--- src/common/sys6809_pkg.sv ---
// bus widths, work RAM size, missed-slot counter width
// and the wait-state encoding for the 6809 bus front end
package sys6809_pkg;

    // core address bus
    localparam int addr_w = 16;

    // byte-wide data bus
    localparam int data_w = 8;

    // work RAM address width, 4 KiB
    localparam int ram_aw = 12;

    // missed-slot counter, saturates at 15
    localparam int miss_w = 4;

    // wait state machine
    // idle      gate open, no transfer pending
    // rom_req   request raised, address held
    // rom_rel   ack seen, request dropped, waiting for ack low
    // bus_hold  shared bus owned by another master
    typedef enum logic [1:0] {
        idle     = 2'd0,
        rom_req  = 2'd1,
        rom_rel  = 2'd2,
        bus_hold = 2'd3
    } wait_state_t;

endpackage

--- src/source/cen_phase_gen.sv ---
// E/Q clock enable generator with missed-slot counting
// and recovery of lost slots after a stall
`timescale 1ns/1ps

module cen_phase_gen
    import sys6809_pkg::*;
(
    input  logic clk,
    input  logic rstn,
    // input clock strobe of the core
    input  logic cen,
    // low while the bus front end stalls the core
    input  logic gate,
    output logic cen_e,
    output logic cen_q
);

    // four strobes per core cycle
    // E at phase 0, Q at phase 2
    logic [1:0] phase;

    // slots lost while gate was low
    logic [miss_w-1:0] misses;

    logic gated;
    logic slot_now;
    logic in_debt;
    logic miss_full;

    // strobe that actually reaches the core
    // nothing passes while reset is held
    assign gated = cen & gate & rstn;

    // even phase carries an enable
    assign slot_now = ~phase[0];

    assign in_debt   = misses != '0;
    assign miss_full = misses == '1;

    // enables are combinational so they line up with cen
    assign cen_e = gated & (phase == 2'd0);
    assign cen_q = gated & (phase == 2'd2);

    always_ff @(posedge clk) begin
        if (!rstn) begin
            phase  <= 2'd0;
            misses <= '0;
        end else if (cen) begin
            if (gate) begin
                if (in_debt && slot_now) begin
                    // enable fires now, skip the odd slot
                    // so the next enable is one strobe away
                    phase  <= {~phase[1], 1'b0};
                    misses <= misses - 1'b1;
                end else begin
                    // normal cadence, two strobes per enable
                    phase <= phase + 2'd1;
                end
            end else begin
                // phase frozen while stalled
                // an enable slot passing by is a miss
                if (slot_now && !miss_full) begin
                    misses <= misses + 1'b1;
                end
            end
        end
    end

    // gate low never advances the phase, so the core sees
    // no partial cycle while the bus is held
    // with debt, odd phases are skipped entirely; an odd
    // phase can only be current if the stall began there,
    // in which case the next gated strobe lands on even

endmodule

--- config.mk ---
export PLATFORM = sky130hd
export DESIGN_NAME = cen_phase_gen
export DESIGN_NICKNAME = d
export VERILOG_FILES = /design/src/common/sys6809_pkg.sv /design/src/source/cen_phase_gen.sv
export SDC_FILE = /design/constraint.sdc
export NUM_CORES = 1
export LEC_CHECK = 0
export ABC_AREA = 1
export BUFFER_PORTS_ARGS = -buffer_cell sky130_fd_sc_hd__buf_2
export CORE_AREA = 2 2 39 41
export CTS_CLUSTER_SIZE = 10
export DETAILED_ROUTE_END_ITERATION = 8
export DIE_AREA = 0 0 41 43
export GPL_TIMING_DRIVEN = 0
export PLACE_DENSITY = 0.54
export SLEW_MARGIN = 20
export SYNTH_ARGS = -nofsm -noshare
export SYNTH_HDL_FRONTEND = slang
export SYNTH_SLANG_ARGS = --single-unit
--- constraint.sdc ---
create_clock -name clk -period 1.8 [get_ports clk]
set_clock_uncertainty 0.2 [all_clocks]
set_input_delay 0.27 -clock clk [delete_from_list [all_inputs] [get_ports clk]]
set_output_delay 0.27 -clock clk [all_outputs]
set_load 0.01 [all_outputs]
==> results.sh <==
export IMPL_syn_area_cell_um2=6.602
export IMPL_total_of_max_cap_violations=0
export IMPL_placement_rows=14
export IMPL_mappedNetlistNets=85
export IMPL_final_cell_area_um2=569.3
export IMPL_critPathLaunchType="flip-flop"
export IMPL_fp_dieW_um=41
export IMPL_die_height_um=43
export IMPL_slew_limit_headroom=0.8638
export IMPL_synthDistinctLibCells=18
export IMPL_cts_max_level=1
export IMPL_endpoint_kind="output pin"
export IMPL_num_io_pins=6
export IMPL_initialDrtViolationCount=4
export IMPL_antenna_violating_nets_post_route=0
export IMPL_max_vdd_ir_drop_uv=545.1
export IMPL_use_met3=0.09424
export IMPL_core_area_um2=1384
export IMPL_layout_cells_most_common="sky130_fd_sc_hd__nand2_1"
export IMPL_power_switching_uw=174.7
export IMPL_most_common_layout_cells="sky130_fd_sc_hd__nand2_1 (21), sky130_fd_sc_hd__inv_1 (13), sky130_fd_sc_hd__nor2_1 (8)"
export IMPL_cts_path_max_buffers=2
export IMPL_synth_seq_area_share=0.2394
export IMPL_comb_power_share=0.374
export IMPL_post_place_cells=97
export IMPL_leakagePower_nw=0.3043
export IMPL_cell_area_after_placement_um2=546.8
export IMPL_global_route_peak_usage_layer="met2"
export IMPL_detailedRoute_firstPassIterationCount=4
export IMPL_remaining_drc_errors=0
export IMPL_initial_utilization=0.3626
export IMPL_power_density_nw_per_um2=823.3
export IMPL_avgRoutedWirePerCell_um=9.080
export IMPL_numPortBuffers=5
export IMPL_cts_buffers=3
export IMPL_rsz0062_at_grt="no"
export IMPL_hold_ws_ps=107.2
export IMPL_period_share=0.9256
export IMPL_post_synth_instance_area_um2=501.7
export IMPL_setup_tns_final_ps=0
export IMPL_crit_fanout=4
export IMPL_share_of_layout_cells_above_drive_strength_1=0.2262
export IMPL_hold_crit_class="in2reg"
export IMPL_status="completed"
export IMPL_cell_taking_the_most_area_after_synthesis="sky130_fd_sc_hd__dfxtp_1"
export IMPL_grt_max_degree=8
export IMPL_global_route_total_usage_across_every_layer=0.1380
export IMPL_synthesis_instances=76
export IMPL_globalRouteMet2Util=0.2188
export IMPL_max_freq_ghz=0.6002
export IMPL_clock_insertion_delay_worst_skew_ps=250
export IMPL_finish_net_count=95
export IMPL_die_outline_area_um2=1763
export IMPL_setup_viol=0
export IMPL_area_delta_synth_final_pct=13.47
export IMPL_grt_overflow_total=0
export IMPL_timing_max_transition_violations_final=0
export IMPL_post_route_util=0.4114
export IMPL_ys_seq_elements=6
export IMPL_grt_first_pass_wirelength_um=1587
export IMPL_timing_hold_violations_final=0
export IMPL_routed_via_count=452
export IMPL_first_global_vias=419
export IMPL_synth_top_cell_area_share=0.2394
export IMPL_postCtsSetupRepairBufs=0
export IMPL_switching_share_of_power=0.3727
export IMPL_grt_met1_usage=0.1494
export IMPL_cts_hold_buffers_added=0
export IMPL_power_sequential_fraction=0.364
export IMPL_crit_required_ps=1330
export IMPL_pwr_share_clk=0.262
export IMPL_yosys_top_cells_area="sky130_fd_sc_hd__dfxtp_1 (24%), sky130_fd_sc_hd__nand2_1 (16%), sky130_fd_sc_hd__ha_1 (10%)"
export IMPL_worst_pin_slew_ps=203.9
export IMPL_routed_wirelength_um=908
export IMPL_final_min_period_ps=1666
export IMPL_number_of_antenna_violations_at_the_first_check_in_global_routing=0
export IMPL_finalNonFillerCells=100
export IMPL_cellInternalPower_uw=294.0
export IMPL_cts_sinks=6
export IMPL_detailed_place_hpwl_um=751.2
export IMPL_place_gp_congestion=0.6884
export IMPL_detail_route_vias_per_cell=4.520
export IMPL_diodes=0
export IMPL_yosysWarnings=0
export IMPL_cts_clk_slew_worst_paths_ps=50
export IMPL_arrival_time_of_data_at_the_critical_path_endpoint_ps=1200
export IMPL_criticalPathCategory="reg2out"
export IMPL_cts_resized=0
export IMPL_cts_tree="built"
export IMPL_clock_tree_root_cell="sky130_fd_sc_hd__clkbuf_4"
==> cell families after synthesis <==
kind of cell / share of synthesized area
AOI/OAI and AO/OA: 0.02992
adders and majority gates: 0.1397
buffers and inverters: 0.1122
DFF: 0.2394
and+or+nand+nor: 0.4788
==> metal layers <==
metal  vias to the layer above  routed length, um
li1                        250                  -
met3                         0                 59
met5                         -                  0
met2                         8                448
met1                       194                400
met4                         0                  0
==> registers in the layout, indices dropped and copies added, names as in the netlist <==
name	flops
misses	4
phase	2
==> cell type report <==
cell class	instances	area (um2)
repair buffers	5	25.02
inverters	15	56.30
well taps	16	20.02
clock buffers	3	22.52
multi-input cells	55	325.3
fillers	152	814.5
flip-flops and latches	6	120.1
==> per-stage QoR <==
stage | power [mW] | setup slack (ps)
after global routing | 0.5165 | 7.286
after floorplan | 0.3133 | 299.0
final | 0.4687 | 133.9
after CTS | 0.4757 | 114.0
after global placement | 0.3481 | 71.52
after detailed placement | 0.3502 | 76.88
==> power groups by stage <==
| stage | Clock (mW) | Combinational (mW) | Sequential, mW |
|---|---|---|---|
| CTS | 0.126 | 0.178 | 0.171 |
| detailed placement | 0 | 0.176 | 0.174 |
| finish | 0.123 | 0.175 | 0.171 |
| global route | 0.136 | 0.208 | 0.173 |
| floorplan | 0 | 0.146 | 0.167 |
| global placement | 0 | 0.175 | 0.173 |
==> cell usage after synthesis (all sizes together) <==
master and number:
nand2 22, inv 14, nor2 14, dfxtp 6, nand3 5, ha 4, a21oi 3, nand4 2
nor3b 2, clkinv 1, fa 1, nand3b 1, nor3 1
==> path summary, 6_finish.rpt <==
| kind | from | end | slack [ps] | cells past startpoint |
|---|---|---|---|---|
| max reg2reg | misses[0] | misses[2] | 150 | 8 |
| max | phase[0] | cen_e | 130 | 4 |
| min | rstn | misses[1] | 110 | 3 |
| min reg2reg | phase[0] | phase[0] | 360 | 2 |
==> critical path, cell delays in order, from the launching register on <==
cell and delay [ps]:
sky130_fd_sc_hd__dfxtp_1 380, sky130_fd_sc_hd__inv_1 110, sky130_fd_sc_hd__ha_1 200, sky130_fd_sc_hd__nor3b_1 130, sky130_fd_sc_hd__buf_2 140
Power figures use the tool's default switching activity.
