==> config.mk <==
export PLATFORM = sky130hd
export DESIGN_NAME = bus_wait_fsm
export DESIGN_NICKNAME = d
export VERILOG_FILES = /design/src/common/sys6809_pkg.sv /design/src/source/bus_wait_fsm.sv
export SDC_FILE = /design/constraint.sdc
export NUM_CORES = 1
export LEC_CHECK = 0
export BUFFER_PORTS_ARGS = -buffer_cell sky130_fd_sc_hd__buf_4
export CAP_MARGIN = 25
export CORE_MARGIN = 1
export CORE_UTILIZATION = 45
export DETAILED_ROUTE_END_ITERATION = 12
export GPL_ROUTABILITY_DRIVEN = 0
export GPL_TIMING_DRIVEN = 0
export PLACE_DENSITY = 0.79
export SLEW_MARGIN = 0
export SYNTH_ARGS = -nofsm -noshare
export SYNTH_HDL_FRONTEND = slang
export SYNTH_SLANG_ARGS = --single-unit
==> constraint.sdc <==
create_clock -name clk -period 1.9 [get_ports clk]
set_input_delay 0 -clock clk [delete_from_list [all_inputs] [get_ports clk]]
set_output_delay 0 -clock clk [all_outputs]
set_load 0.02 [all_outputs]
==> src/common/sys6809_pkg.sv <==
// bus widths, work RAM size, missed-slot counter width
// and the wait-state encoding for the 6809 bus front end
package sys6809_pkg;

    // core address bus
    localparam int addr_w = 16;

    // byte-wide data bus
    localparam int data_w = 8;

    // work RAM address width, 4 KiB
    localparam int ram_aw = 12;

    // missed-slot counter, saturates at 15
    localparam int miss_w = 4;

    // wait state machine
    // idle      gate open, no transfer pending
    // rom_req   request raised, address held
    // rom_rel   ack seen, request dropped, waiting for ack low
    // bus_hold  shared bus owned by another master
    typedef enum logic [1:0] {
        idle     = 2'd0,
        rom_req  = 2'd1,
        rom_rel  = 2'd2,
        bus_hold = 2'd3
    } wait_state_t;

endpackage

==> src/source/bus_wait_fsm.sv <==
// wait state machine for bus sharing and ROM fetch
// gates the core enables and runs the four-phase SDRAM request
`timescale 1ns/1ps

module bus_wait_fsm
    import sys6809_pkg::*;
(
    input  logic              clk,
    input  logic              rstn,
    // another master owns the shared bus
    input  logic              bus_busy,
    input  logic              rom_cs,
    input  logic [addr_w-1:0] addr,
    // SDRAM side handshake
    input  logic              rom_ack,
    output logic              rom_req,
    output logic [addr_w-1:0] rom_addr,
    // one clock pulse, rom_data is valid
    output logic              rom_latch,
    // high lets the enables through
    output logic              gate
);

    wait_state_t state;

    // address of the byte held in the data path
    logic [addr_w-1:0] held_addr;
    logic              held_valid;

    logic rom_hit;
    logic rom_miss;

    assign rom_hit  = held_valid && (addr == held_addr);
    assign rom_miss = rom_cs && !rom_hit;

    // combinational so the core stops in the same cycle
    assign gate = !bus_busy && !rom_miss;

    always_ff @(posedge clk) begin
        if (!rstn) begin
            state      <= idle;
            rom_req    <= 1'b0;
            rom_latch  <= 1'b0;
            held_valid <= 1'b0;
        end else begin
            // single clock pulse
            rom_latch <= 1'b0;
            case (state)
                idle: begin
                    // bus sharing wins over a new fetch
                    if (bus_busy) begin
                        state <= bus_hold;
                    end else if (rom_miss && !rom_ack) begin
                        // the port shadows the state label here
                        state   <= sys6809_pkg::rom_req;
                        rom_req <= 1'b1;
                    end
                end
                sys6809_pkg::rom_req: begin
                    // wait for the byte
                    if (rom_ack) begin
                        state     <= rom_rel;
                        rom_req   <= 1'b0;
                        rom_latch <= 1'b1;
                    end
                end
                rom_rel: begin
                    // byte is latched now, address matches next cycle
                    if (rom_latch) begin
                        held_valid <= 1'b1;
                    end
                    // no new request until ack is gone
                    if (!rom_ack) begin
                        state <= idle;
                    end
                end
                bus_hold: begin
                    if (!bus_busy) begin
                        state <= idle;
                    end
                end
                default: state <= idle;
            endcase
        end
    end

    // request address and held address
    always_ff @(posedge clk) begin
        // captured when the request rises, stable until it falls
        if (state == idle && !bus_busy && rom_miss && !rom_ack) begin
            rom_addr <= addr;
        end
        if (state == rom_rel && rom_latch) begin
            held_addr <= rom_addr;
        end
    end

endmodule

==> results.json <==
{
  "placement.io_buffers": 39,
  "finalCritPeriodShare_pct": 90.2,
  "cts-root-buf": "clkbuf_4",
  "finalSetupTns_ns": 0,
  "hpwl_um": 1790,
  "leakage_uw": 0.000728,
  "slew_headroom_pct": 63.3,
  "nets": 170,
  "antenna_found_initial": 0,
  "synth-edff-count": 32,
  "place_area_um2": 1740,
  "min_path_type": "input port to flip-flop",
  "first_pass_iters": 8,
  "path_max_fanout": 3,
  "synth_async_sr_flop_share_pct": 0,
  "dieArea_um2": 3350,
  "critPathKind": "flip-flop to output port",
  "cts_tree": "built",
  "num_vias": 931,
  "required_ns": 1.90,
  "grt_max_degree": 18,
  "stdcell_count": 181,
  "cp.arrival_ns": 1.71,
  "cts.reportedPaths.clkPinSlew_ns": 0.10,
  "wl_um": 2700,
  "rsz0062_at_grt": "no",
  "synth_area_leaders": "edfxtp_1 (68%), xnor2_1 (10%), dfxtp_1 (7.1%), nand4_1 (1.3%), nor2_1 (1.3%)",
  "grt_pass1_wl_um": 4220,
  "cts.sinks": 37,
  "clockBufferDepth": 2,
  "power.density_nw_per_um2": 750,
  "endpoint_kind": "output port",
  "status": "finished, violations left",
  "chipWidth_um": 57.9,
  "syn_avg_cell_area_um2": 16.5,
  "ys_warn_count": 0,
  "drt_drc_violations_left": 3,
  "synthCells": 85,
  "hold_violations": 0,
  "ys_types": 23,
  "drv_slew": 0,
  "rows": 19,
  "fmax_mhz": 583,
  "die_height_um": 57.9,
  "place_inst": 155,
  "clk_latency_ns": 0.33,
  "cap_violations": 0,
  "final_cell_area_um2": 1980,
  "wl_per_cell_um": 14.9,
  "synth_ff_type": "edfxtp_1",
  "postLayoutCoreUtil_pct": 69.3,
  "violations": "design-rule violations",
  "finClkSkew_ns": 0.00601,
  "ys_ff_latch": 37,
  "grt_pass1_vias": 911,
  "power_uw": 1480,
  "n_antenna_cell": 0,
  "drtIter0Drc": 10,
  "start_util_pct": 49.2,
  "syn_to_final_growth_pct": 40.7,
  "peakVddDrop_mv": 0.541,
  "ioPinCount": 40,
  "synth_seq_area_share_pct": 75.6,
  "synth.top_cell.area_share_pct": 68.4,
  "postSynthNetCount": 106,
  "coreArea_um2": 2850,
  "ant_nets": 0,
  "grtUsageTotal_pct": 18.3,
  "tightest_slew_ns": 0.550,
  "yosysTopAreaCell": "edfxtp_1",
  "drt-vias-per-instance": 5.14,
  "synth_area_um2": 1400,
  "finalSetupViolCount": 0,
  "final_layout_size_suffix_gt1_share_pct": 33.3,
  "period_needed_ns": 1.71,
  "grt-ovfl-total": 0,
  "htreeDepth": 2,
  "cts_made_buffers": 5,
  "start_kind": "flip-flop"
}
-- cell usage in the layout, fill, tap and decap left out --
cell | Yosys | final
buf_4 | 0 | 39
edfxtp_1 | 32 | 32
dlygate4sd3_1 | 0 | 18
xnor2_1 | 16 | 16
nor2_1 | 5 | 5
clkbuf_4 | 0 | 5
dfxtp_1 | 5 | 5
nand4_1 | 3 | 3
nand2_1 | 3 | 3
clkbuf_1 | 0 | 3
nand3_1 | 2 | 2
nor3b_1 | 2 | 2
o31ai_1 | 2 | 2
and3b_2 | 1 | 1
nor3_2 | 1 | 1
nor3b_2 | 1 | 1
a21oi_4 | 0 | 1
inv_1 | 1 | 1
a31o_2 | 1 | 1
and3_2 | 1 | 1
a31oi_1 | 1 | 1
and4b_1 | 1 | 1
o21ai_1 | 1 | 1
o211ai_1 | 1 | 1
xor2_1 | 1 | 1
a21oi_1 | 2 | 1
nor2b_1 | 1 | 1
o21a_1 | 1 | 1
-- where the power goes --
group	leakage [µW]	switching (µW)	internal, µW	total [µW]
Clock	0.0000265	231	147	378
Combinational	0.000371	80.0	99.8	180
Sequential	0.000331	19.2	905	924
Total	0.000728	330	1150	1480
-- metrics by stage --
| stage | setup slack, ns | hold WS, ns |
|---|---|---|
| after floorplan | 0.323 | 0.0989 |
| after global placement | 0.0398 | 0.195 |
| after detailed placement | 0.00219 | 0.196 |
| after CTS | 0.149 | 0.102 |
| after global routing | 0.0284 | 0.163 |
| final | 0.186 | 0.113 |
-- sequential cells by signal, indices dropped and copies added (netlist names) --
signal,cells
held_addr,16
rom_addr,16
state,2
held_valid,1
rom_latch,1
rom_req,1
-- kinds of logic (layout without fill, tap and decap cells) --
kind of cell	Yosys count	after routing	share of synthesized area, %
AO/OA/AOI/OAI	9	9	4.28
XOR/XNOR	17	17	10.6
buffers and inverters	1	66	0.267
AND/OR/NAND/NOR	21	21	9.27
flip-flops	37	37	75.6
-- layout make-up --
| class | instances | area, µm² |
|---|---|---|
| sequential | 37 | 1060 |
| fill | 195 | 877 |
| tap | 31 | 38.8 |
| inverter | 1 | 3.75 |
| multi-input combinational | 47 | 350 |
| timing repair buffer | 57 | 473 |
| clock buffer | 8 | 48.8 |
-- Yosys cell counts (all sizes together), types with 2 or more instances --
master  instances
nor3b           3
nand3           2
edfxtp         32
nor2            5
a21oi           2
nand4           3
xnor2          16
dfxtp           5
o31ai           2
nand2           3
-- worst max-delay path, cell delays in order (launching register included) --
cell and delay (ns):
edfxtp_1 0.40, xnor2_1 0.19, nand4_1 0.16, nor2_1 0.29
a31o_2 0.21, buf_4 0.13
-- timing repair --
| action | in CTS | in global routing |
|---|---|---|
| hold buffers | 18 | 0 |
| setup buffers | 0 | 0 |
| endpoints found under the setup margin | 16 | 0 |
| resized for setup | 1 | 0 |
| endpoints found under the hold margin | 21 | 0 |
-- final timing paths --
path	start	endpoint	slack (ns)	cells past startpoint
worst max-delay path	held_addr[9]	gate	0.19	5
worst min-delay path	bus_busy	state[1]	0.11	5
worst max register to register	held_addr[9]	rom_addr[12]	0.27	4
worst min register to register	rom_addr[7]	held_addr[7]	0.46	0
-- layer usage --
metal	wire (µm)	vias up	GRT usage [%]	part of all wire, %
li1	-	448	-	-
met1	1160	443	22.5	43
met2	1320	33	29.1	49
met3	141	7	4.69	5.2
met4	70	0	11.2	2.6
met5	0	-	0	0
No activity file was read; power rests on OpenSTA's default activity.
