File: config.mk
export PLATFORM = sky130hd
export DESIGN_NAME = cpu_data_path
export DESIGN_NICKNAME = d
export VERILOG_FILES = /design/src/common/sys6809_pkg.sv /design/src/source/cpu_data_path.sv
export SDC_FILE = /design/constraint.sdc
export NUM_CORES = 1
export LEC_CHECK = 0
export BUFFER_PORTS_ARGS = -buffer_cell sky130_fd_sc_hd__buf_2
export CAP_MARGIN = 40
export CORE_AREA = 2 2 39 41
export DETAILED_ROUTE_END_ITERATION = 10
export DIE_AREA = 0 0 41 43
export HOLD_SLACK_MARGIN = 0.15
export PLACE_DENSITY_LB_ADDON = 0.05
export SYNTH_ARGS = -nofsm -noshare
export SYNTH_HDL_FRONTEND = slang
export SYNTH_SLANG_ARGS = --single-unit
File: constraint.sdc
create_clock -name clk -period 0.8 [get_ports clk]
set_input_delay 0.04 -clock clk [delete_from_list [all_inputs] [get_ports clk]]
set_output_delay 0.04 -clock clk [all_outputs]
set_load 0.05 [all_outputs]
File: src/common/sys6809_pkg.sv
// bus widths, work RAM size, missed-slot counter width
// and the wait-state encoding for the 6809 bus front end
package sys6809_pkg;

    // core address bus
    localparam int addr_w = 16;

    // byte-wide data bus
    localparam int data_w = 8;

    // work RAM address width, 4 KiB
    localparam int ram_aw = 12;

    // missed-slot counter, saturates at 15
    localparam int miss_w = 4;

    // wait state machine
    // idle      gate open, no transfer pending
    // rom_req   request raised, address held
    // rom_rel   ack seen, request dropped, waiting for ack low
    // bus_hold  shared bus owned by another master
    typedef enum logic [1:0] {
        idle     = 2'd0,
        rom_req  = 2'd1,
        rom_rel  = 2'd2,
        bus_hold = 2'd3
    } wait_state_t;

endpackage

File: src/source/cpu_data_path.sv
// ROM byte latch and read-data selector for the core
`timescale 1ns/1ps

module cpu_data_path
    import sys6809_pkg::*;
(
    input  logic              clk,
    input  logic              rstn,
    // pulse from the wait state machine
    input  logic              rom_latch,
    // byte from SDRAM
    input  logic [data_w-1:0] rom_data,
    input  logic              ram_cs,
    input  logic              rom_cs,
    // registered work RAM output
    input  logic [data_w-1:0] ram_dout,
    // external peripherals
    input  logic [data_w-1:0] io_din,
    output logic [data_w-1:0] cpu_din
);

    // last fetched ROM byte
    logic [data_w-1:0] rom_byte;

    always_ff @(posedge clk) begin
        if (!rstn) begin
            rom_byte <= '0;
        end else if (rom_latch) begin
            // rom_data still valid, ack not yet dropped
            rom_byte <= rom_data;
        end
    end

    // read mux
    // RAM first, then ROM, everything else from io
    always_comb begin
        if (ram_cs) begin
            cpu_din = ram_dout;
        end else if (rom_cs) begin
            cpu_din = rom_byte;
        end else begin
            cpu_din = io_din;
        end
    end

    // rom_byte only changes after a fetch
    // a repeated read of the same address keeps it

endmodule

==> reports/results.ini, run 1 <==
[yosys]
synth.top_cell.area_share=0.338
yosysWarnings=0
synthArstFlopShare=0
avgSynthCellArea_um2=9.30
synthesis.area_um2=474
synth_seq_area_share=0.338
synthMostInstantiatedCell=mux2i_1
ys_ff_latch=8
yosys.area.top_type=dfxtp_1
synthCells=51
syn_nets=80
synth_area_leaders=dfxtp_1, mux2i_1, nor2b_1, o21ai_1, buf_6
ys_top_cells_by_count=mux2i_1, dfxtp_1, nand2_1, nor2b_1, o21ai_1
synth_cell_type_count=6
synth_edf_count=0
synth_ff_type=dfxtp_1

[routing]
vias_per_cell=4.52
drt_iter0_drc=2
dr.pass1.iters=6
drc_errors=0
vias=538
antenna_left=0
wl_um=1360
wl_per_cell_um=11.4

[sta]
finalHoldViolations=0
fin_crit_sh=1.28
rsz0062_at_grt=yes
finalCriticalPeriod_ns=1.03
timing.fmax_ghz=0.976
maxSlewViolCount=0
finalSetupViolations=8
fin_ws_ns=-0.225
tightestPinTransition_ns=0.392
slew_headroom=0.739
fin_skew_ns=0

[setup_path]
crit_chain=mux2i_4 -> o21ai_4 -> buf_8
cpPeakStageDelay_ns=0.34
worstSetupPathType=register to output port
slowest_stage=dfxtp_2
rr_endpoint=rom_byte[2]$_SDFFE_PN0P_
cp_max_fo=2
r2r_slack_ns=0.06
required_ns=0.76
reg2reg_from=rom_byte[2]$_SDFFE_PN0P_
worst-r2r-cell-count=3
cp-end-kind=output port
start_kind=register
cp_data_arrival_time_ns=0.99

[floorplan]
ioPinCount=37
core_area_um2=1380
row_count=14
die_y_um=43
start_util=0.343
die_area_um2=1760
die_x_um=41

[clock_tree]
cts_tree=built
clockRootBuffer=clkbuf_4
insertion_delay_ns=0.24
cts_max_level=1
numCtsBuffers=3
cts_max_path_buffers=2
clkTransAtPathRegs_ns=0.05
numClockSinks=8

[power]
p_leak_uw=0.000473
ir_worst_vdd_mv=0.855
powerDensity_nw_per_um2=1280

[global_routing]
grt_overflow=0
grt_start_max_net_pins=14
grt_pass1_wl_um=2060
grt_usage=0.174
grt_pass1_vias=506
antenna_found_initial=0

[run]
cap_violations=0

[min_path]
hold_depth=3
hold_end=rom_byte[3]$_SDFFE_PN0P_
hold_class=input pin to register
holdCritStartpoint=rom_latch

[finish]
nNetsFinal=134
largest_register_ffs=8
drive_above_1_share=0.680
fin_area_um2=1030
instances_no_fill=119
areaGrowthSynthToFinish_pct=118
n_antenna_cell=0
top_regs=rom_byte x8
regMostFlops=rom_byte

[placed_design]
dpl-instance-area_um2=776
io_buffers=36
placedCellCount=106
pre_cts_ws_ns=-0.108
hpwl_um=955
place_congestion=0.606

[run_status]
run_status=finished with violations
violations=setup timing

cells in the final DEF, fill, tap and decap left out:
master / n
mux2i_2: 4
buf_6: 6
mux2i_1: 8
clkbuf_4: 3
mux2i_4: 4
dlygate4sd3_1: 8
dlymetal6s4s_1: 1
buf_8: 2
dfxtp_2: 8
buf_4: 8
buf_2: 27
nor2b_1: 8
nand2_1: 8
o21ai_4: 8
cell type report:
| type | instances | area, µm² |
|---|---|---|
| Fill cell | 98 | 350 |
| Sequential cell | 8 | 170 |
| Multi-Input combinational cell | 40 | 435 |
| Timing Repair Buffer | 52 | 385 |
| Tap cell | 16 | 20.0 |
| Clock buffer | 3 | 22.5 |
routing by layer:
metal  wire [µm]  up-vias  share of wire  GRT usage
met5           0        -              0          0
met4           0        0              0     0.0600
met3          92        0          0.068     0.0314
met2         707       22           0.52      0.300
met1         560      233           0.41      0.201
li1            -      283              -          -
kinds of logic (layout without fill, tap and decap cells):
family,Yosys count,in the layout,share of synthesized area
flops,8,8,0.338
compound gates,8,8,0.0844
simple gates,16,16,0.169
buf+inv,3,55,0.0712
mux,16,16,0.338
metrics by stage:
step,power (µW),TNS [ns],hold slack (ns),util
4_1_cts,1310,-1.85,0.228,0.718
2_1_floorplan,749,0,0.168,-
3_3_place_gp,882,-0.657,0.298,0.561
3_5_place_dp,885,-0.745,0.306,0.561
5_1_grt,1410,-2.11,0.247,0.747
6_report,1320,-1.71,0.239,0.747
worst max path at each step:
stage | startpoint | endpoint | slack, ns | depth (start not counted)
6_report | rom_byte[2]$_SDFFE_PN0P_ | cpu_din[2] | -0.23 | 3
5_1_grt | rom_byte[2]$_SDFFE_PN0P_ | cpu_din[2] | -0.28 | 3
4_1_cts | rom_byte[6]$_SDFFE_PN0P_ | cpu_din[6] | -0.24 | 3
3_5_place_dp | rom_cs | cpu_din[3] | -0.11 | 4
3_3_place_gp | rom_cs | cpu_din[1] | -0.1 | 4
2_1_floorplan | rom_byte[0]$_SDFFE_PN0P_ | cpu_din[0] | 0.03 | 2
critical path, delay by kind of cell (launching register included):
family                 cells  cell delay [ns]
buffers and inverters      1             0.16
DFF                        1             0.34
muxes                      1             0.08
AOI/OAI and AO/OA          1             0.16
repair_timing:
action / CTS / global route
endpoints found under the hold margin: 8 / 0
hold buffers: 9 / 0
gates resized for setup: 32 / 7
endpoints found under the setup margin: 8 / 10
pin swaps: 0 / 0
setup buffers: 2 / 0
report_power, final:
| group | internal (µW) | leakage (µW) | total [µW] | switching, µW |
|---|---|---|---|---|
| clock network | 170 | 0.0000138 | 290 | 120 |
| registers | 429 | 0.0000689 | 450 | 21.0 |
| logic | 290 | 0.000390 | 585 | 295 |
| total | 889 | 0.000473 | 1320 | 436 |
No activity file was read; power rests on OpenSTA's default activity.
==> inputs of run 2 (changes only) <==
- clock period: 0.8 -> 1.01 ns (I/O delays scaled with it)
==> reports/results.ini, run 2 (same netlist as run 1, synthesis figures left out) <==
[setup_path]
crit_family=flip-flops  ; unchanged
r2r_slack_ns=0.29  ; was 0.06 ns
path_buf_inv=1  ; unchanged
required_ns=0.96  ; was 0.76 ns
cp-end-kind=output port  ; unchanged
cp_max_fo=2  ; unchanged
cp_data_arrival_time_ns=0.98  ; was 0.99 ns
worst-r2r-cell-count=3  ; unchanged
worstSetupPathType=register to output port  ; unchanged
slowest_stage=dfxtp_2  ; unchanged
cp.depth=3  ; unchanged
reg2reg_from=rom_byte[6]$_SDFFE_PN0P_  ; was rom_byte[2]$_SDFFE_PN0P_
crit_chain=mux2i_1 -> o21ai_2 -> buf_6  ; was mux2i_4 -> o21ai_4 -> buf_8
rr_endpoint=rom_byte[6]$_SDFFE_PN0P_  ; was rom_byte[2]$_SDFFE_PN0P_
cpPeakStageDelay_ns=0.32  ; was 0.34 ns
start_kind=register  ; unchanged

[routing]
antenna_left=0  ; unchanged
wl_per_cell_um=10.6  ; was 11.4 µm
drt_iter0_drc=2  ; unchanged
wl_um=1200  ; was 1360 µm
vias_per_cell=4.44  ; was 4.52
vias=502  ; was 538
drc_errors=0  ; unchanged
dr.pass1.iters=4  ; was 6

[clock_tree]
numCtsBuffers=3  ; unchanged
cts_max_level=1  ; unchanged
insertion_delay_ns=0.25  ; was 0.24 ns
cts_max_path_buffers=2  ; unchanged
numClockSinks=8  ; unchanged
clockRootBuffer=clkbuf_4  ; unchanged
clkTransAtPathRegs_ns=0.05  ; about the same
cts_tree=built  ; unchanged

[floorplan]
die_y_um=43  ; unchanged
core_area_um2=1380  ; unchanged
die_x_um=41  ; unchanged
die_area_um2=1760  ; unchanged
ioPinCount=37  ; unchanged
row_count=14  ; unchanged
start_util=0.343  ; unchanged

[global_routing]
grt_pass1_wl_um=1860  ; was 2060 µm
grt_pass1_vias=500  ; was 506
grt_usage=0.156  ; was 0.174
grt_overflow=0  ; unchanged
antenna_found_initial=0  ; unchanged
grt_start_max_net_pins=17  ; was 14

[power]
share_comb_of_total_power=0.387  ; was 0.441
p_seq_frac=0.366  ; was 0.339
powerDensity_nw_per_um2=1110  ; was 1280 nW/µm²
switching_share=0.323  ; was 0.329
power_frac_clock=0.247  ; was 0.219
p_leak_uw=0.000427  ; was 0.000473 µW
switching_power_uw=309  ; was 436 µW
internal_power_uw=649  ; was 889 µW
ir_worst_vdd_mv=0.555  ; was 0.855 mV

[min_path]
hold_class=input pin to register  ; unchanged
hold_depth=3  ; unchanged
hold_end=rom_byte[2]$_SDFFE_PN0P_  ; was rom_byte[3]$_SDFFE_PN0P_
holdCritStartpoint=rom_latch  ; unchanged

[sta]
fin_crit_sh=1.02
maxSlewViolCount=0  ; unchanged
finalCriticalPeriod_ns=1.03
finalSetupViolations=4  ; was 8
finalHoldViolations=0  ; unchanged
fin_skew_ns=0  ; unchanged
timing.fmax_ghz=0.970
tightestPinTransition_ns=0.339  ; was 0.392 ns
rsz0062_at_grt=yes  ; unchanged
fin_ws_ns=-0.0208  ; was -0.225 ns
slew_headroom=0.774  ; was 0.739

[finish]
nNetsFinal=128  ; was 134
utilization=0.623  ; was 0.747
mostFrequentLayoutCells=buf_2, mux2i_1, dlygate4sd3_1
top_regs=rom_byte x8  ; unchanged
drive_above_1_share=0.608  ; was 0.680
areaGrowthSynthToFinish_pct=81.8  ; was 118%
largest_register_ffs=8  ; unchanged
layout_commonest_cell=buf_2  ; unchanged
fin_area_um2=862  ; was 1030 µm²
n_antenna_cell=0  ; unchanged
regMostFlops=rom_byte  ; unchanged

[placed_design]
dpl-instance-area_um2=671  ; was 776 µm²
io_buffers=36  ; unchanged
place_congestion=0.609  ; was 0.606

[run_status]
violations=setup timing  ; unchanged
run_status=finished with violations  ; unchanged

[run]
cap_violations=0  ; unchanged

## run 2: per-stage QoR
step                      setup TNS, ns  power [µW]  worst slack [ns]  instances  hold slack (ns)
after global routing             -0.428        1020           -0.0639        113            0.246
final                           -0.0396         958           -0.0208        113            0.246
after global placement                0         649             0.138        100            0.313
after detailed placement              0         648             0.150        100            0.320
after CTS                        -0.130         965           -0.0273        112            0.229
after floorplan                       0         563             0.134         51            0.179
## run 2: how the worst max path moves through the flow
| stage | slack, ns | start | end |
|---|---|---|---|
| 3_3_place_gp | 0.14 | ram_cs | cpu_din[1] |
| 4_1_cts | -0.03 | rom_byte[5]$_SDFFE_PN0P_ | cpu_din[5] |
| 2_1_floorplan | 0.13 | rom_byte[0]$_SDFFE_PN0P_ | cpu_din[0] |
| 3_5_place_dp | 0.15 | rom_cs | cpu_din[5] |
| 6_report | -0.02 | rom_byte[1]$_SDFFE_PN0P_ | cpu_din[1] |
| 5_1_grt | -0.06 | rom_byte[0]$_SDFFE_PN0P_ | cpu_din[0] |
## run 2: power groups by stage
stage	Combinational (µW)	Clock [µW]	Sequential [µW]
floorplan	215	0	348
global placement	296	0	352
detailed placement	297	0	352
CTS	363	253	349
global route	397	270	352
finish	371	237	350
## run 2: metal layers
layer	routed length, µm	track usage	up-vias
met5	0	0	-
met4	0	0.0800	0
met3	90	0.0157	0
met2	610	0.272	21
met1	498	0.172	214
li1	-	-	267
## run 2: area by class of cell
class                      instances  area [µm²]
clock buffer                       3        22.5
fill                             122         522
multi-input combinational         40         322
sequential                         8         170
tap                               16        20.0
timing repair buffer              46         328
## run 2: worst reg2reg max path, cell delays in order, from the launching register on
cell and delay [ns]:
dfxtp_2 0.32, buf_4 0.12, mux2i_1 0.11, nor2b_1 0.06
## run 2: repair_timing
action / 4_1_cts / 5_1_grt
resized for setup: 24 / 3
pin swaps: 0 / 3
hold endpoints to repair: 8 / 0
endpoints found under the setup margin: 8 / 8
hold buffers: 9 / 0
setup buffers: 0 / 1
==> inputs of run 3 (changes only) <==
- GPL_TIMING_DRIVEN: default -> 0
- RECOVER_POWER: default -> 25
- SLEW_MARGIN: default -> 20
==> reports/results.ini, run 3 (same netlist as run 1, synthesis figures left out) <==
[finish]
utilization=0.635  ; was 0.623
layout_commonest_cell=buf_2  ; unchanged
drive_above_1_share=0.592  ; was 0.608
n_fill_cell=131  ; was 122
areaGrowthSynthToFinish_pct=85.2  ; was 81.8%
n_antenna_cell=0  ; unchanged
nNetsFinal=129  ; was 128
largest_register_ffs=8  ; unchanged
top_regs=rom_byte x8  ; unchanged
mostFrequentLayoutCells=buf_2, mux2i_1, buf_6, dlygate4sd3_1  ; was buf_2, mux2i_1, dlygate4sd3_1
regMostFlops=rom_byte  ; unchanged

[setup_path]
start_kind=register  ; unchanged
r2r_slack_ns=0.39  ; was 0.29 ns
cp-end-kind=output port  ; unchanged
required_ns=0.96  ; about the same
slowest_stage=dfxtp_2  ; unchanged
cpPeakStageDelay_ns=0.32  ; about the same
cp_max_fo=2  ; unchanged
worstSetupPathType=register to output port  ; unchanged
cp_data_arrival_time_ns=0.96  ; was 0.98 ns
crit_chain=mux2i_1 -> o21ai_2 -> buf_6  ; unchanged

[sta]
slew_headroom=0.823  ; was 0.774
maxSlewViolCount=0  ; unchanged
fin_crit_sh=1.00  ; was 1.02
rsz0062_at_grt=yes  ; unchanged
tightestPinTransition_ns=0.266  ; was 0.339 ns
timing.fmax_ghz=0.990  ; was 0.970 GHz
fin_ws_ns=-0.0000616  ; was -0.0208 ns
finalHoldViolations=0  ; unchanged
setup_tns_ns=-0.0000616  ; was -0.0396 ns
finalSetupViolations=1  ; was 4
finalCriticalPeriod_ns=1.01  ; was 1.03 ns
fin_skew_ns=0  ; unchanged

[clock_tree]
numClockSinks=8  ; unchanged
post_cts.repair.setup_buffers=0  ; unchanged
clkTransAtPathRegs_ns=0.05  ; about the same
cts_max_level=1  ; unchanged
cts_tree=built  ; unchanged
numCtsBuffers=3  ; unchanged
clockRootBuffer=clkbuf_4  ; unchanged
insertion_delay_ns=0.24  ; was 0.25 ns
cts_max_path_buffers=2  ; unchanged

[global_routing]
grt_pass1_vias=496  ; was 500
grt_pass1_wl_um=1790  ; was 1860 µm
grt_overflow=0  ; unchanged
grt_usage=0.149  ; was 0.156
grt_start_max_net_pins=11  ; was 17
antenna_found_initial=0  ; unchanged

[routing]
antenna_left=0  ; unchanged
vias=500  ; was 502
wl_um=1220  ; was 1200 µm
drc_errors=0  ; unchanged
dr.pass1.iters=2  ; was 4
vias_per_cell=4.39  ; was 4.44
drt_iter0_drc=2  ; unchanged
wl_per_cell_um=10.7  ; was 10.6 µm

[power]
share_comb_of_total_power=0.393  ; was 0.387
p_seq_frac=0.365  ; was 0.366
ir_worst_vdd_mv=0.761  ; was 0.555 mV
powerDensity_nw_per_um2=1090  ; was 1110 nW/µm²
p_leak_uw=0.000436  ; was 0.000427 µW
power_frac_clock=0.242  ; was 0.247
switching_share=0.317  ; was 0.323
internal_power_uw=654  ; was 649 µW
p_total_uw=957  ; was 958 µW
switching_power_uw=304  ; was 309 µW

[floorplan]
core_area_um2=1380  ; unchanged
die_area_um2=1760  ; unchanged
start_util=0.343  ; unchanged
die_x_um=41  ; unchanged
ioPinCount=37  ; unchanged
row_count=14  ; unchanged
die_y_um=43  ; unchanged

[run_status]
run_status=finished with violations  ; unchanged
violations=setup timing  ; unchanged

[min_path]
hold_class=input pin to output port  ; was input pin to register

[placed_design]
hpwl_um=919
io_buffers=34  ; was 36
place_congestion=0.573  ; was 0.609

[run]
cap_violations=0  ; unchanged

run 3: critical path, delay by kind of cell, from the launching register on:
family	cells	cell delay (ns)
buffers and inverters	1	0.15
DFF	1	0.32
AOI/OAI and AO/OA	1	0.07
muxes	1	0.18
run 3: per-layer routing:
layer / vias to the layer above / part of all wire / GRT usage
met5: - / 0 / 0
met4: 0 / 0 / 0.0600
met1: 207 / 0.45 / 0.163
li1: 272 / - / -
met2: 21 / 0.50 / 0.259
met3: 0 / 0.057 / 0.0314
run 3: per-stage QoR:
| step | setup slack (ns) | hold WS (ns) | area (µm²) | cells |
|---|---|---|---|---|
| final | -0.0000616 | 0.435 | 878 | 114 |
| after global routing | -0.0499 | 0.454 | 878 | 114 |
| after CTS | -0.0124 | 0.433 | 877 | 114 |
| after detailed placement | 0.143 | 0.323 | 694 | 101 |
| after global placement | 0.151 | 0.310 | 694 | 101 |
| after floorplan | 0.134 | 0.179 | 504 | 51 |
run 3: layout make-up:
class,count,area [µm²],area share
Multi-Input combinational cell,40,318,0.362
Clock buffer,3,22.5,0.0256
Tap cell,16,20.0,0.0228
Buffer,3,27.5,0.0313
Sequential cell,8,170,0.194
Timing Repair Buffer,44,320,0.365
run 3: timing repair:
| item | 4_1_cts | 5_1_grt |
|---|---|---|
| pin swaps | 0 | 3 |
| gates resized for setup | 24 | 2 |
| endpoints found under the setup margin | 8 | 8 |
| endpoints found under the hold margin | 8 | 0 |
| hold buffers | 10 | 0 |
run 3: power groups by stage:
stage               sequential, µW  clock, µW  combinational, µW
finish                         350        232                376
global placement               352          0                305
detailed placement             352          0                307
global route                   351        257                403
CTS                            349        246                377
floorplan                      348          0                215
run 3: final timing paths:
path,startpoint,endpoint,cells after the start
max,rom_byte[5]$_SDFFE_PN0P_,cpu_din[5],3
min reg2reg,rom_byte[3]$_SDFFE_PN0P_,rom_byte[3]$_SDFFE_PN0P_,2
max reg2reg,rom_byte[7]$_SDFFE_PN0P_,rom_byte[7]$_SDFFE_PN0P_,2
min,ram_dout[5],cpu_din[5],4
